--- config.mk ---
export PLATFORM = sky130hd
export DESIGN_NAME = control_unit
export DESIGN_NICKNAME = d
export VERILOG_FILES = /design/src/logic/core_pkg.sv /design/src/logic/fetch_pkg.sv /design/src/logic/control_unit.sv /design/src/logic/hazard_unit.sv /design/src/logic/redirect_unit.sv /design/src/logic/rename_commit_ctrl.sv
export SDC_FILE = /design/constraint.sdc
export NUM_CORES = 1
export LEC_CHECK = 0
export ABC_AREA = 1
export BUFFER_PORTS_ARGS = -buffer_cell sky130_fd_sc_hd__buf_2
export CAP_MARGIN = 20
export CORE_MARGIN = 2
export CORE_UTILIZATION = 29
export DETAILED_ROUTE_END_ITERATION = 6
export HOLD_SLACK_MARGIN = 0.15
export PLACE_DENSITY = 0.84
export SLEW_MARGIN = 20
export SYNTH_ARGS = -nofsm -noshare
export SYNTH_HDL_FRONTEND = slang
export SYNTH_SLANG_ARGS = --single-unit
--- constraint.sdc ---
create_clock -name clk_i -period 1.3 [get_ports clk_i]
set_input_delay 0.065 -clock clk_i [delete_from_list [all_inputs] [get_ports clk_i]]
set_output_delay 0.065 -clock clk_i [all_outputs]
set_load 0.005 [all_outputs]
--- src/logic/core_pkg.sv ---
package core_pkg;

    // scalar writeback ports into the register file
    localparam int NUM_SCALAR_WB = 2;

    // graduation list holds 64 entries
    localparam int GL_INDEX_W = 6;

    // four rename checkpoints
    localparam int CHKP_W = 2;

    typedef logic [GL_INDEX_W-1:0] gl_index_t;

    typedef logic [CHKP_W-1:0] chkp_t;

    // one bit per scalar writeback port
    typedef logic [NUM_SCALAR_WB-1:0] wb_mask_t;

endpackage

--- src/logic/fetch_pkg.sv ---
package fetch_pkg;

    // where fetch takes its next pc from
    typedef enum logic [1:0] {
        NEXT_PC_BP_OR_PC4 = 2'd0,
        NEXT_PC_KEEP      = 2'd1,
        NEXT_PC_JUMP      = 2'd2
    } next_pc_sel_e;

    // which stage supplies the redirect address
    typedef enum logic [1:0] {
        ADDR_DECODE    = 2'd0,
        ADDR_EXECUTION = 2'd1,
        ADDR_CSR       = 2'd2,
        ADDR_CSR_RW    = 2'd3
    } fetch_addr_sel_e;

endpackage

--- src/logic/control_unit.sv ---
module control_unit (
    input  logic                       clk_i,
    input  logic                       rstn_i,

    input  logic                       icache_miss_i,
    input  logic                       icache_ready_i,

    input  logic                       id_valid_i,
    input  logic                       id_csr_fence_i,
    input  logic                       id_is_branch_i,
    input  logic                       id_pred_branch_i,
    input  logic                       id_valid_jal_i,

    input  logic                       ir_valid_i,
    input  logic                       ir_is_branch_i,
    input  logic                       ir_full_iq_i,
    input  logic                       ir_empty_free_list_i,
    input  logic                       ir_out_of_chkp_i,
    input  logic                       rr_gl_full_i,

    input  logic                       exe_valid_i,
    input  logic                       exe_correct_pred_i,
    input  logic                       exe_stall_i,

    input  core_pkg::wb_mask_t         wb_valid_i,
    input  core_pkg::wb_mask_t         wb_we_i,
    input  logic                       wb_correct_pred_i,
    input  logic                       wb_chkp_done_i,
    input  core_pkg::chkp_t            wb_chkp_i,
    input  core_pkg::gl_index_t        wb_gl_index_i,

    input  logic                       commit_valid_i,
    input  logic                       commit_xcpt_i,
    input  logic                       commit_ecall_i,
    input  logic                       commit_csr_fence_i,
    input  logic                       commit_fence_i,
    input  logic                       commit_fence_i_i,
    input  logic                       commit_we_i,
    input  logic                       commit_regfile_we_i,
    input  logic                       commit_stall_i,

    input  logic                       csr_exception_i,
    input  logic                       csr_eret_i,
    input  logic                       csr_stall_i,

    output fetch_pkg::next_pc_sel_e    next_pc_sel_o,
    output fetch_pkg::fetch_addr_sel_e fetch_addr_sel_o,
    output logic                       invalidate_icache_o,
    output logic                       invalidate_buffer_o,

    output logic                       stall_if1_o,
    output logic                       stall_if2_o,
    output logic                       stall_id_o,
    output logic                       stall_iq_o,
    output logic                       stall_ir_o,
    output logic                       stall_rr_o,
    output logic                       stall_exe_o,
    output logic                       stall_commit_o,
    output logic                       flush_if_o,
    output logic                       flush_id_o,
    output logic                       flush_ir_o,
    output logic                       flush_rr_o,
    output logic                       flush_exe_o,

    output logic                       do_checkpoint_o,
    output logic                       do_recover_o,
    output logic                       delete_checkpoint_o,
    output core_pkg::chkp_t            recover_chkp_o,
    output logic                       enable_commit_update_o,
    output logic                       recover_commit_o,
    output logic                       flush_gl_commit_o,
    output logic                       enable_commit_o,
    output core_pkg::wb_mask_t         rf_we_o,
    output logic                       flush_gl_o,
    output core_pkg::gl_index_t        flush_gl_index_o
);

    logic mispredict_wb;
    logic xcpt_active;
    logic csr_redirect_active;
    logic xcpt_next;
    logic fence_inflight;
    logic fence_clear;

    redirect_unit redirect0 (
        .clk_i                 (clk_i),
        .rstn_i                (rstn_i),
        .commit_valid_i        (commit_valid_i),
        .commit_xcpt_i         (commit_xcpt_i),
        .commit_ecall_i        (commit_ecall_i),
        .commit_csr_fence_i    (commit_csr_fence_i),
        .commit_fence_i        (commit_fence_i),
        .commit_fence_i_i      (commit_fence_i_i),
        .csr_exception_i       (csr_exception_i),
        .csr_eret_i            (csr_eret_i),
        .id_valid_i            (id_valid_i),
        .id_csr_fence_i        (id_csr_fence_i),
        .id_is_branch_i        (id_is_branch_i),
        .id_pred_branch_i      (id_pred_branch_i),
        .id_valid_jal_i        (id_valid_jal_i),
        // branches resolve on writeback port 0 only
        .wb_valid0_i           (wb_valid_i[0]),
        .wb_correct_pred_i     (wb_correct_pred_i),
        .stall_if1_i           (stall_if1_o),
        .fence_clear_i         (fence_clear),
        .mispredict_wb_o       (mispredict_wb),
        .xcpt_active_o         (xcpt_active),
        .csr_redirect_active_o (csr_redirect_active),
        .xcpt_next_o           (xcpt_next),
        .fence_inflight_o      (fence_inflight),
        .next_pc_sel_o         (next_pc_sel_o),
        .fetch_addr_sel_o      (fetch_addr_sel_o),
        .invalidate_icache_o   (invalidate_icache_o),
        .invalidate_buffer_o   (invalidate_buffer_o)
    );

    hazard_unit hazard0 (
        .mispredict_wb_i       (mispredict_wb),
        .xcpt_active_i         (xcpt_active),
        .csr_redirect_active_i (csr_redirect_active),
        .fence_inflight_i      (fence_inflight),
        .exe_valid_i           (exe_valid_i),
        .exe_correct_pred_i    (exe_correct_pred_i),
        .exe_stall_i           (exe_stall_i),
        .rr_gl_full_i          (rr_gl_full_i),
        .ir_full_iq_i          (ir_full_iq_i),
        .ir_empty_free_list_i  (ir_empty_free_list_i),
        .ir_out_of_chkp_i      (ir_out_of_chkp_i),
        .csr_stall_i           (csr_stall_i),
        .id_valid_i            (id_valid_i),
        .id_csr_fence_i        (id_csr_fence_i),
        .id_valid_jal_i        (id_valid_jal_i),
        .id_is_branch_i        (id_is_branch_i),
        .id_pred_branch_i      (id_pred_branch_i),
        .commit_valid_i        (commit_valid_i),
        .commit_csr_fence_i    (commit_csr_fence_i),
        .commit_fence_i        (commit_fence_i),
        .commit_stall_i        (commit_stall_i),
        .icache_miss_i         (icache_miss_i),
        .icache_ready_i        (icache_ready_i),
        .stall_if1_o           (stall_if1_o),
        .stall_if2_o           (stall_if2_o),
        .stall_id_o            (stall_id_o),
        .stall_iq_o            (stall_iq_o),
        .stall_ir_o            (stall_ir_o),
        .stall_rr_o            (stall_rr_o),
        .stall_exe_o           (stall_exe_o),
        .stall_commit_o        (stall_commit_o),
        .flush_if_o            (flush_if_o),
        .flush_id_o            (flush_id_o),
        .flush_ir_o            (flush_ir_o),
        .flush_rr_o            (flush_rr_o),
        .flush_exe_o           (flush_exe_o),
        .fence_clear_o         (fence_clear)
    );

    rename_commit_ctrl rename_commit0 (
        .mispredict_wb_i        (mispredict_wb),
        .xcpt_active_i          (xcpt_active),
        .xcpt_next_i            (xcpt_next),
        .flush_ir_i             (flush_ir_o),
        .stall_ir_i             (stall_ir_o),
        .ir_valid_i             (ir_valid_i),
        .ir_is_branch_i         (ir_is_branch_i),
        .ir_out_of_chkp_i       (ir_out_of_chkp_i),
        .wb_valid_i             (wb_valid_i),
        .wb_we_i                (wb_we_i),
        .wb_correct_pred_i      (wb_correct_pred_i),
        .wb_chkp_done_i         (wb_chkp_done_i),
        .wb_chkp_i              (wb_chkp_i),
        .wb_gl_index_i          (wb_gl_index_i),
        .commit_valid_i         (commit_valid_i),
        .commit_xcpt_i          (commit_xcpt_i),
        .commit_we_i            (commit_we_i),
        .commit_regfile_we_i    (commit_regfile_we_i),
        .commit_stall_i         (commit_stall_i),
        .csr_exception_i        (csr_exception_i),
        .do_checkpoint_o        (do_checkpoint_o),
        .do_recover_o           (do_recover_o),
        .delete_checkpoint_o    (delete_checkpoint_o),
        .recover_chkp_o         (recover_chkp_o),
        .enable_commit_update_o (enable_commit_update_o),
        .recover_commit_o       (recover_commit_o),
        .flush_gl_commit_o      (flush_gl_commit_o),
        .enable_commit_o        (enable_commit_o),
        .rf_we_o                (rf_we_o),
        .flush_gl_o             (flush_gl_o),
        .flush_gl_index_o       (flush_gl_index_o)
    );

endmodule

--- src/logic/hazard_unit.sv ---
module hazard_unit (
    input  logic mispredict_wb_i,
    input  logic xcpt_active_i,
    input  logic csr_redirect_active_i,
    input  logic fence_inflight_i,

    input  logic exe_valid_i,
    input  logic exe_correct_pred_i,
    input  logic exe_stall_i,
    input  logic rr_gl_full_i,
    input  logic ir_full_iq_i,
    input  logic ir_empty_free_list_i,
    input  logic ir_out_of_chkp_i,
    input  logic csr_stall_i,

    input  logic id_valid_i,
    input  logic id_csr_fence_i,
    input  logic id_valid_jal_i,
    input  logic id_is_branch_i,
    input  logic id_pred_branch_i,

    input  logic commit_valid_i,
    input  logic commit_csr_fence_i,
    input  logic commit_fence_i,
    input  logic commit_stall_i,

    input  logic icache_miss_i,
    input  logic icache_ready_i,

    output logic stall_if1_o,
    output logic stall_if2_o,
    output logic stall_id_o,
    output logic stall_iq_o,
    output logic stall_ir_o,
    output logic stall_rr_o,
    output logic stall_exe_o,
    output logic stall_commit_o,
    output logic flush_if_o,
    output logic flush_id_o,
    output logic flush_ir_o,
    output logic flush_rr_o,
    output logic flush_exe_o,
    output logic fence_clear_o
);

    logic exe_mispredict;
    logic if1_redirect;

    assign exe_mispredict = exe_valid_i & ~exe_correct_pred_i;

    // decode-side reasons to drop the instruction in if1
    assign if1_redirect = id_csr_fence_i | fence_inflight_i | commit_csr_fence_i |
                          id_valid_jal_i |
                          (commit_valid_i & commit_fence_i) |
                          (id_valid_i & ~id_is_branch_i & id_pred_branch_i);

    always_comb begin
        stall_if1_o = 1'b0;
        stall_if2_o = 1'b0;
        stall_id_o  = 1'b0;
        if (csr_stall_i || ir_full_iq_i) begin
            stall_if1_o = 1'b1;
            stall_if2_o = 1'b1;
            stall_id_o  = 1'b1;
        end else if ((commit_valid_i && commit_csr_fence_i) || icache_miss_i || !icache_ready_i) begin
            stall_if1_o = 1'b1;
        end
    end

    always_comb begin
        stall_iq_o  = 1'b0;
        stall_ir_o  = 1'b0;
        stall_rr_o  = 1'b0;
        stall_exe_o = 1'b0;
        if (csr_stall_i) begin
            stall_iq_o  = 1'b1;
            stall_ir_o  = 1'b1;
            stall_rr_o  = 1'b1;
            stall_exe_o = 1'b1;
        end else if (exe_stall_i || rr_gl_full_i) begin
            stall_iq_o = 1'b1;
            stall_ir_o = 1'b1;
            stall_rr_o = 1'b1;
        end else if (ir_empty_free_list_i) begin
            stall_ir_o = 1'b1;
        end else if (ir_out_of_chkp_i) begin
            stall_iq_o = 1'b1;
        end
    end

    assign stall_commit_o = commit_stall_i;

    always_comb begin
        flush_if_o = 1'b0;
        flush_id_o = 1'b0;
        if (xcpt_active_i || csr_redirect_active_i || mispredict_wb_i) begin
            flush_if_o = 1'b1;
            flush_id_o = 1'b1;
        end else if (if1_redirect && !csr_stall_i) begin
            flush_if_o = 1'b1;
        end
    end

    // any backend flush also discards a pending fence
    always_comb begin
        flush_ir_o    = 1'b0;
        flush_rr_o    = 1'b0;
        flush_exe_o   = 1'b0;
        fence_clear_o = 1'b0;
        if (xcpt_active_i) begin
            flush_ir_o    = 1'b1;
            flush_rr_o    = 1'b1;
            flush_exe_o   = 1'b1;
            fence_clear_o = 1'b1;
        end else if (mispredict_wb_i) begin
            flush_ir_o    = 1'b1;
            flush_rr_o    = 1'b1;
            fence_clear_o = 1'b1;
        end else if (exe_mispredict) begin
            flush_ir_o    = 1'b1;
            flush_rr_o    = ~exe_stall_i;
            fence_clear_o = 1'b1;
        end else if (rr_gl_full_i && !exe_stall_i) begin
            // bubble into exe while rr holds
            flush_rr_o = 1'b1;
        end
    end

endmodule

--- src/logic/redirect_unit.sv ---
module redirect_unit (
    input  logic                       clk_i,
    input  logic                       rstn_i,

    input  logic                       commit_valid_i,
    input  logic                       commit_xcpt_i,
    input  logic                       commit_ecall_i,
    input  logic                       commit_csr_fence_i,
    input  logic                       commit_fence_i,
    input  logic                       commit_fence_i_i,
    input  logic                       csr_exception_i,
    input  logic                       csr_eret_i,

    input  logic                       id_valid_i,
    input  logic                       id_csr_fence_i,
    input  logic                       id_is_branch_i,
    input  logic                       id_pred_branch_i,
    input  logic                       id_valid_jal_i,

    input  logic                       wb_valid0_i,
    input  logic                       wb_correct_pred_i,

    input  logic                       stall_if1_i,
    input  logic                       fence_clear_i,

    output logic                       mispredict_wb_o,
    output logic                       xcpt_active_o,
    output logic                       csr_redirect_active_o,
    output logic                       xcpt_next_o,
    output logic                       fence_inflight_o,
    output fetch_pkg::next_pc_sel_e    next_pc_sel_o,
    output fetch_pkg::fetch_addr_sel_e fetch_addr_sel_o,
    output logic                       invalidate_icache_o,
    output logic                       invalidate_buffer_o
);

    logic xcpt_event;
    logic csr_event;
    logic csr_next;
    logic jump;

    // anything that sends fetch to the trap vector or back from a trap
    assign xcpt_event = (commit_valid_i & commit_xcpt_i) |
                        csr_exception_i |
                        csr_eret_i |
                        (commit_valid_i & commit_ecall_i);

    assign csr_event = commit_valid_i & commit_csr_fence_i;

    // pulses drop for a cycle after firing, so a held event toggles
    assign xcpt_next_o = ~xcpt_active_o & xcpt_event;
    assign csr_next    = ~csr_redirect_active_o & csr_event & ~xcpt_event;

    always_ff @(posedge clk_i or negedge rstn_i) begin
        if (!rstn_i) begin
            xcpt_active_o         <= 1'b0;
            csr_redirect_active_o <= 1'b0;
        end else begin
            xcpt_active_o         <= xcpt_next_o;
            csr_redirect_active_o <= csr_next;
        end
    end

    // a csr or fence is somewhere between decode and commit
    always_ff @(posedge clk_i or negedge rstn_i) begin
        if (!rstn_i) begin
            fence_inflight_o <= 1'b0;
        end else if (fence_clear_i) begin
            fence_inflight_o <= 1'b0;
        end else if (id_valid_i & id_csr_fence_i) begin
            fence_inflight_o <= 1'b1;
        end else if (commit_valid_i & commit_csr_fence_i) begin
            fence_inflight_o <= 1'b0;
        end
    end

    assign mispredict_wb_o = wb_valid0_i & ~wb_correct_pred_i;

    // wrong taken prediction on a non-branch, a jal, or a resolved branch
    assign jump = mispredict_wb_o |
                  (id_valid_i & ~id_is_branch_i & id_pred_branch_i) |
                  id_valid_jal_i |
                  xcpt_active_o |
                  csr_redirect_active_o;

    always_comb begin
        if (jump) begin
            next_pc_sel_o = fetch_pkg::NEXT_PC_JUMP;
        end else if (stall_if1_i || (id_valid_i && id_csr_fence_i) || fence_inflight_o ||
                     (commit_valid_i && commit_fence_i)) begin
            next_pc_sel_o = fetch_pkg::NEXT_PC_KEEP;
        end else begin
            next_pc_sel_o = fetch_pkg::NEXT_PC_BP_OR_PC4;
        end
    end

    always_comb begin
        if (xcpt_active_o) begin
            fetch_addr_sel_o = fetch_pkg::ADDR_CSR;
        end else if (csr_redirect_active_o) begin
            fetch_addr_sel_o = fetch_pkg::ADDR_CSR_RW;
        end else if (mispredict_wb_o) begin
            fetch_addr_sel_o = fetch_pkg::ADDR_EXECUTION;
        end else begin
            fetch_addr_sel_o = fetch_pkg::ADDR_DECODE;
        end
    end

    // fence.i may follow self-modifying stores
    assign invalidate_icache_o = commit_valid_i & commit_fence_i_i;

    // refetch after fence.i, trap entry or a csr write
    assign invalidate_buffer_o = commit_valid_i &
                                 (commit_fence_i_i | xcpt_active_o |
                                  (commit_csr_fence_i & ~commit_fence_i));

endmodule

--- src/logic/rename_commit_ctrl.sv ---
module rename_commit_ctrl (
    input  logic                mispredict_wb_i,
    input  logic                xcpt_active_i,
    input  logic                xcpt_next_i,
    input  logic                flush_ir_i,
    input  logic                stall_ir_i,

    input  logic                ir_valid_i,
    input  logic                ir_is_branch_i,
    input  logic                ir_out_of_chkp_i,

    input  core_pkg::wb_mask_t  wb_valid_i,
    input  core_pkg::wb_mask_t  wb_we_i,
    input  logic                wb_correct_pred_i,
    input  logic                wb_chkp_done_i,
    input  core_pkg::chkp_t     wb_chkp_i,
    input  core_pkg::gl_index_t wb_gl_index_i,

    input  logic                commit_valid_i,
    input  logic                commit_xcpt_i,
    input  logic                commit_we_i,
    input  logic                commit_regfile_we_i,
    input  logic                commit_stall_i,
    input  logic                csr_exception_i,

    output logic                do_checkpoint_o,
    output logic                do_recover_o,
    output logic                delete_checkpoint_o,
    output core_pkg::chkp_t     recover_chkp_o,
    output logic                enable_commit_update_o,
    output logic                recover_commit_o,
    output logic                flush_gl_commit_o,
    output logic                enable_commit_o,
    output core_pkg::wb_mask_t  rf_we_o,
    output logic                flush_gl_o,
    output core_pkg::gl_index_t flush_gl_index_o
);

    logic commit_write;
    logic commit_block;

    // snapshot rename state on every branch that actually enters rename
    assign do_checkpoint_o = ir_valid_i & ir_is_branch_i & ~ir_out_of_chkp_i &
                             ~flush_ir_i & ~stall_ir_i;

    assign do_recover_o        = mispredict_wb_i & wb_chkp_done_i;
    assign delete_checkpoint_o = wb_valid_i[0] & wb_correct_pred_i & wb_chkp_done_i;
    assign recover_chkp_o      = wb_chkp_i;

    // port 0 is shared with the commit write path
    assign commit_write = commit_valid_i & ~commit_xcpt_i & ~csr_exception_i & commit_we_i;

    always_comb begin
        for (int i = 0; i < core_pkg::NUM_SCALAR_WB; i++) begin
            rf_we_o[i] = wb_valid_i[i] & wb_we_i[i];
        end
        rf_we_o[0] = rf_we_o[0] | commit_write;
    end

    // hold commit while a trap is about to redirect
    assign commit_block = xcpt_next_i | commit_stall_i;

    assign enable_commit_update_o = commit_valid_i & commit_regfile_we_i & ~commit_block;
    assign enable_commit_o        = ~commit_block;

    assign recover_commit_o  = xcpt_active_i;
    assign flush_gl_commit_o = xcpt_active_i;

    assign flush_gl_o       = mispredict_wb_i;
    assign flush_gl_index_o = mispredict_wb_i ? wb_gl_index_i : '0;

endmodule

==> results.py <==
metrics = {
    "sta": {
        "final.period_utilization_pct": 94.1,
        "hold_slack_ns": 0.152,
        "slew_viol_final": 0,
        "period_needed_ns": 1.22,
        "skew_ns": 0.00267,
        "worstMarginPinSlew_ns": 0.424,
        "fmax_mhz": 817,
        "relSlewSlack_pct": 71.7,
        "final_hold_viol_count": 0,
        "setup_slack_ns": 0.0763,
        "setup_tns_ns": 0,
        "setup_viol": 0,
    },
    "routing": {
        "vias": 843,
        "viasPerCell": 4.28,
        "wire_per_inst_um": 10.1,
        "drc": 0,
        "routed_wl_um": 1980,
        "drt-pass1-iter-count": 4,
        "ant_nets": 0,
        "drtIter0Drc": 5,
    },
    "logic_synthesis": {
        "synth_cells": 93,
        "avgSynthCellArea_um2": 5.74,
        "synth_area_leader_cell": "inv_1",
        "yosys-top-cells-area": "inv_1 (15%), dfrtp_1 (14%), nor2_1 (13%)",
        "synth_nets": 137,
        "ys_ff_latch": 3,
        "synth_cell_type_count": 23,
        "synth.top_cell.area_share_pct": 14.8,
        "yosys_warnings": 0,
        "syn-cell-area_um2": 534,
        "yosysSeqAreaShare_pct": 14.1,
    },
    "worst_setup_path": {
        "rrSetupSlack_ns": 0.40,
        "crit_path_max_incr_delay_ns": 0.38,
        "worstSetupPathType": "reg2out",
        "cp.arrival_ns": 1.16,
        "cp.required_ns": 1.24,
        "cpMaxStageDelayCell": "dfrtp_1",
        "path_buf_inv": 2,
        "startpoint_type": "flip-flop",
        "cp_top_family": "flip-flops",
        "path_max_fanout": 3,
        "path_cells": "clkinv_2 > nand2_4 > nor2_4 > nand3b_2 > nor2_1 > buf_2",
        "worst_setup_path_end_kind": "primary output",
    },
    "clock_tree": {
        "clock-sinks": 3,
        "clock-root-buffer": "clkbuf_4",
        "clkTransAtPathRegs_ns": 0.03,
        "cts_made_buffers": 3,
        "cts_max_path_buffers": 2,
        "tritoncts": "done",
        "clock_latency_ns": 0.23,
        "h-tree-depth": 1,
    },
    "floorplan": {
        "die_w_um": 46.9,
        "core_area_um2": 1730,
        "num_rows": 15,
        "ioPinCount": 81,
        "die_area_um2": 2200,
        "start_util_pct": 30.9,
        "die_y_um": 46.9,
    },
    "run_status": {
        "status": "complete, no violations",
    },
    "job": {
        "maxCapViolations": 0,
    },
    "global_routing": {
        "grt_pass1_wl_um": 2760,
        "grt_overflow": 0,
        "grt_pass1_vias": 718,
        "grt_max_degree": 12,
        "antenna_found_initial": 0,
        "grt.total_usage_pct": 17.5,
    },
    "pwr": {
        "powerDensity_nw_per_um2": 608,
        "leakage_nw": 0.648,
        "ir_worst_vdd_mv": 0.385,
    },
    "final_layout": {
        "nFillCells": 171,
        "diodes": 0,
        "nets": 217,
        "most-common-layout-cells": "buf_2 (75), inv_1 (20), nor2_1 (18)",
        "layout-drive-gt1-share_pct": 54.1,
        "multi_input_area_um2": 307,
        "layout_commonest_cell": "buf_2",
        "synthToLayoutAreaGrowth_pct": 85.7,
        "seq_area_um2": 75.1,
    },
    "placement": {
        "place_ws_ns": 0.194,
        "port_buffers": 76,
        "dpl.hpwl_um": 1580,
        "place.gp.congestion": 0.767,
    },
    "min_path": {
        "hold_path_class": "in2reg",
    },
}
state kept, by name, indices dropped and copies added (netlist names):
signal,cells
redirect0.fence_inflight_o,1
redirect0.xcpt_active_o,1
redirect0.csr_redirect_active_o,1
final timing paths:
kind / startpoint / endpoint / cells after the start
worst max-delay path: redirect0.xcpt_active_o / next_pc_sel_o[0] / 6
worst min-delay path: commit_csr_fence_i / redirect0.csr_redirect_active_o / 3
worst max register to register: redirect0.xcpt_active_o / redirect0.fence_inflight_o / 4
worst min register to register: redirect0.csr_redirect_active_o / redirect0.csr_redirect_active_o / 1
max in group asynchronous: rstn_i / redirect0.csr_redirect_active_o / 2
min in group asynchronous: rstn_i / redirect0.fence_inflight_o / 2
metal layers:
| layer | vias up | track usage [%] | routed length, um |
|---|---|---|---|
| met5 | - | 0 | 0 |
| met4 | 0 | 7.78 | 47 |
| met3 | 6 | 4.23 | 161 |
| met2 | 44 | 34.0 | 1070 |
| met1 | 361 | 17.4 | 701 |
| li1 | 432 | - | - |
cell families (layout without fill, tap and decap cells):
logic type      Yosys count  count (layout)  share of synthesized area, %
buf+inv                  33             112                          30.0
flops                     3               3                          14.1
simple gates             49              49                          43.1
compound gates            8               8                          12.9
synth_stat cells, drive strengths merged:
cell    instances
inv            22
nand3           5
nand3b          3
dfrtp           3
o211ai          2
nor3            2
a21oi           3
o31a            1
clkinv          1
nand4           1
nand2          18
o21bai          1
o21ai           1
nor2           20
buf            10
timing repair:
| action | 4_1_cts | 5_1_grt |
|---|---|---|
| cloned | 0 | 0 |
| pin swaps | 0 | 4 |
| endpoints found under the hold margin | 7 | 0 |
| endpoints found under the setup margin | 1 | 4 |
| hold buffers | 6 | 0 |
| gates resized for setup | 0 | 3 |
| buffers inserted | 3 | 1 |
power breakdown:
group          switching (W)  internal, W  leakage [nW]
Clock              0.0000445     0.000115        0.0150
Sequential        0.00000590     0.000102        0.0393
Combinational       0.000163     0.000173         0.594
Total               0.000213     0.000389         0.648
area by class of cell:
class	instances	share of cell area, %
Timing Repair Buffer	85	46.9
Sequential cell	3	7.57
Multi-Input combinational cell	57	30.9
Tap cell	25	3.15
Inverter	23	8.83
Clock buffer	4	2.65
tightest hold or removal path, stage by stage:
cell and delay (ns):
buf_2 0.13, nand2_1 0.09, nor3_1 0.06
per-stage QoR:
step / util (%) / instance area (um^2) / cells / power [W]
CTS: 56.9 / 982 / 197 / 0.000605
floorplan: - / 534 / 93 / 0.000272
finish: 57.5 / 992 / 197 / 0.000603
global placement: 50.6 / 873 / 184 / 0.000396
global route: 57.5 / 992 / 197 / 0.000652
detailed placement: 50.6 / 873 / 184 / 0.000402
Note: power is estimated with default switching activity, not from simulation.
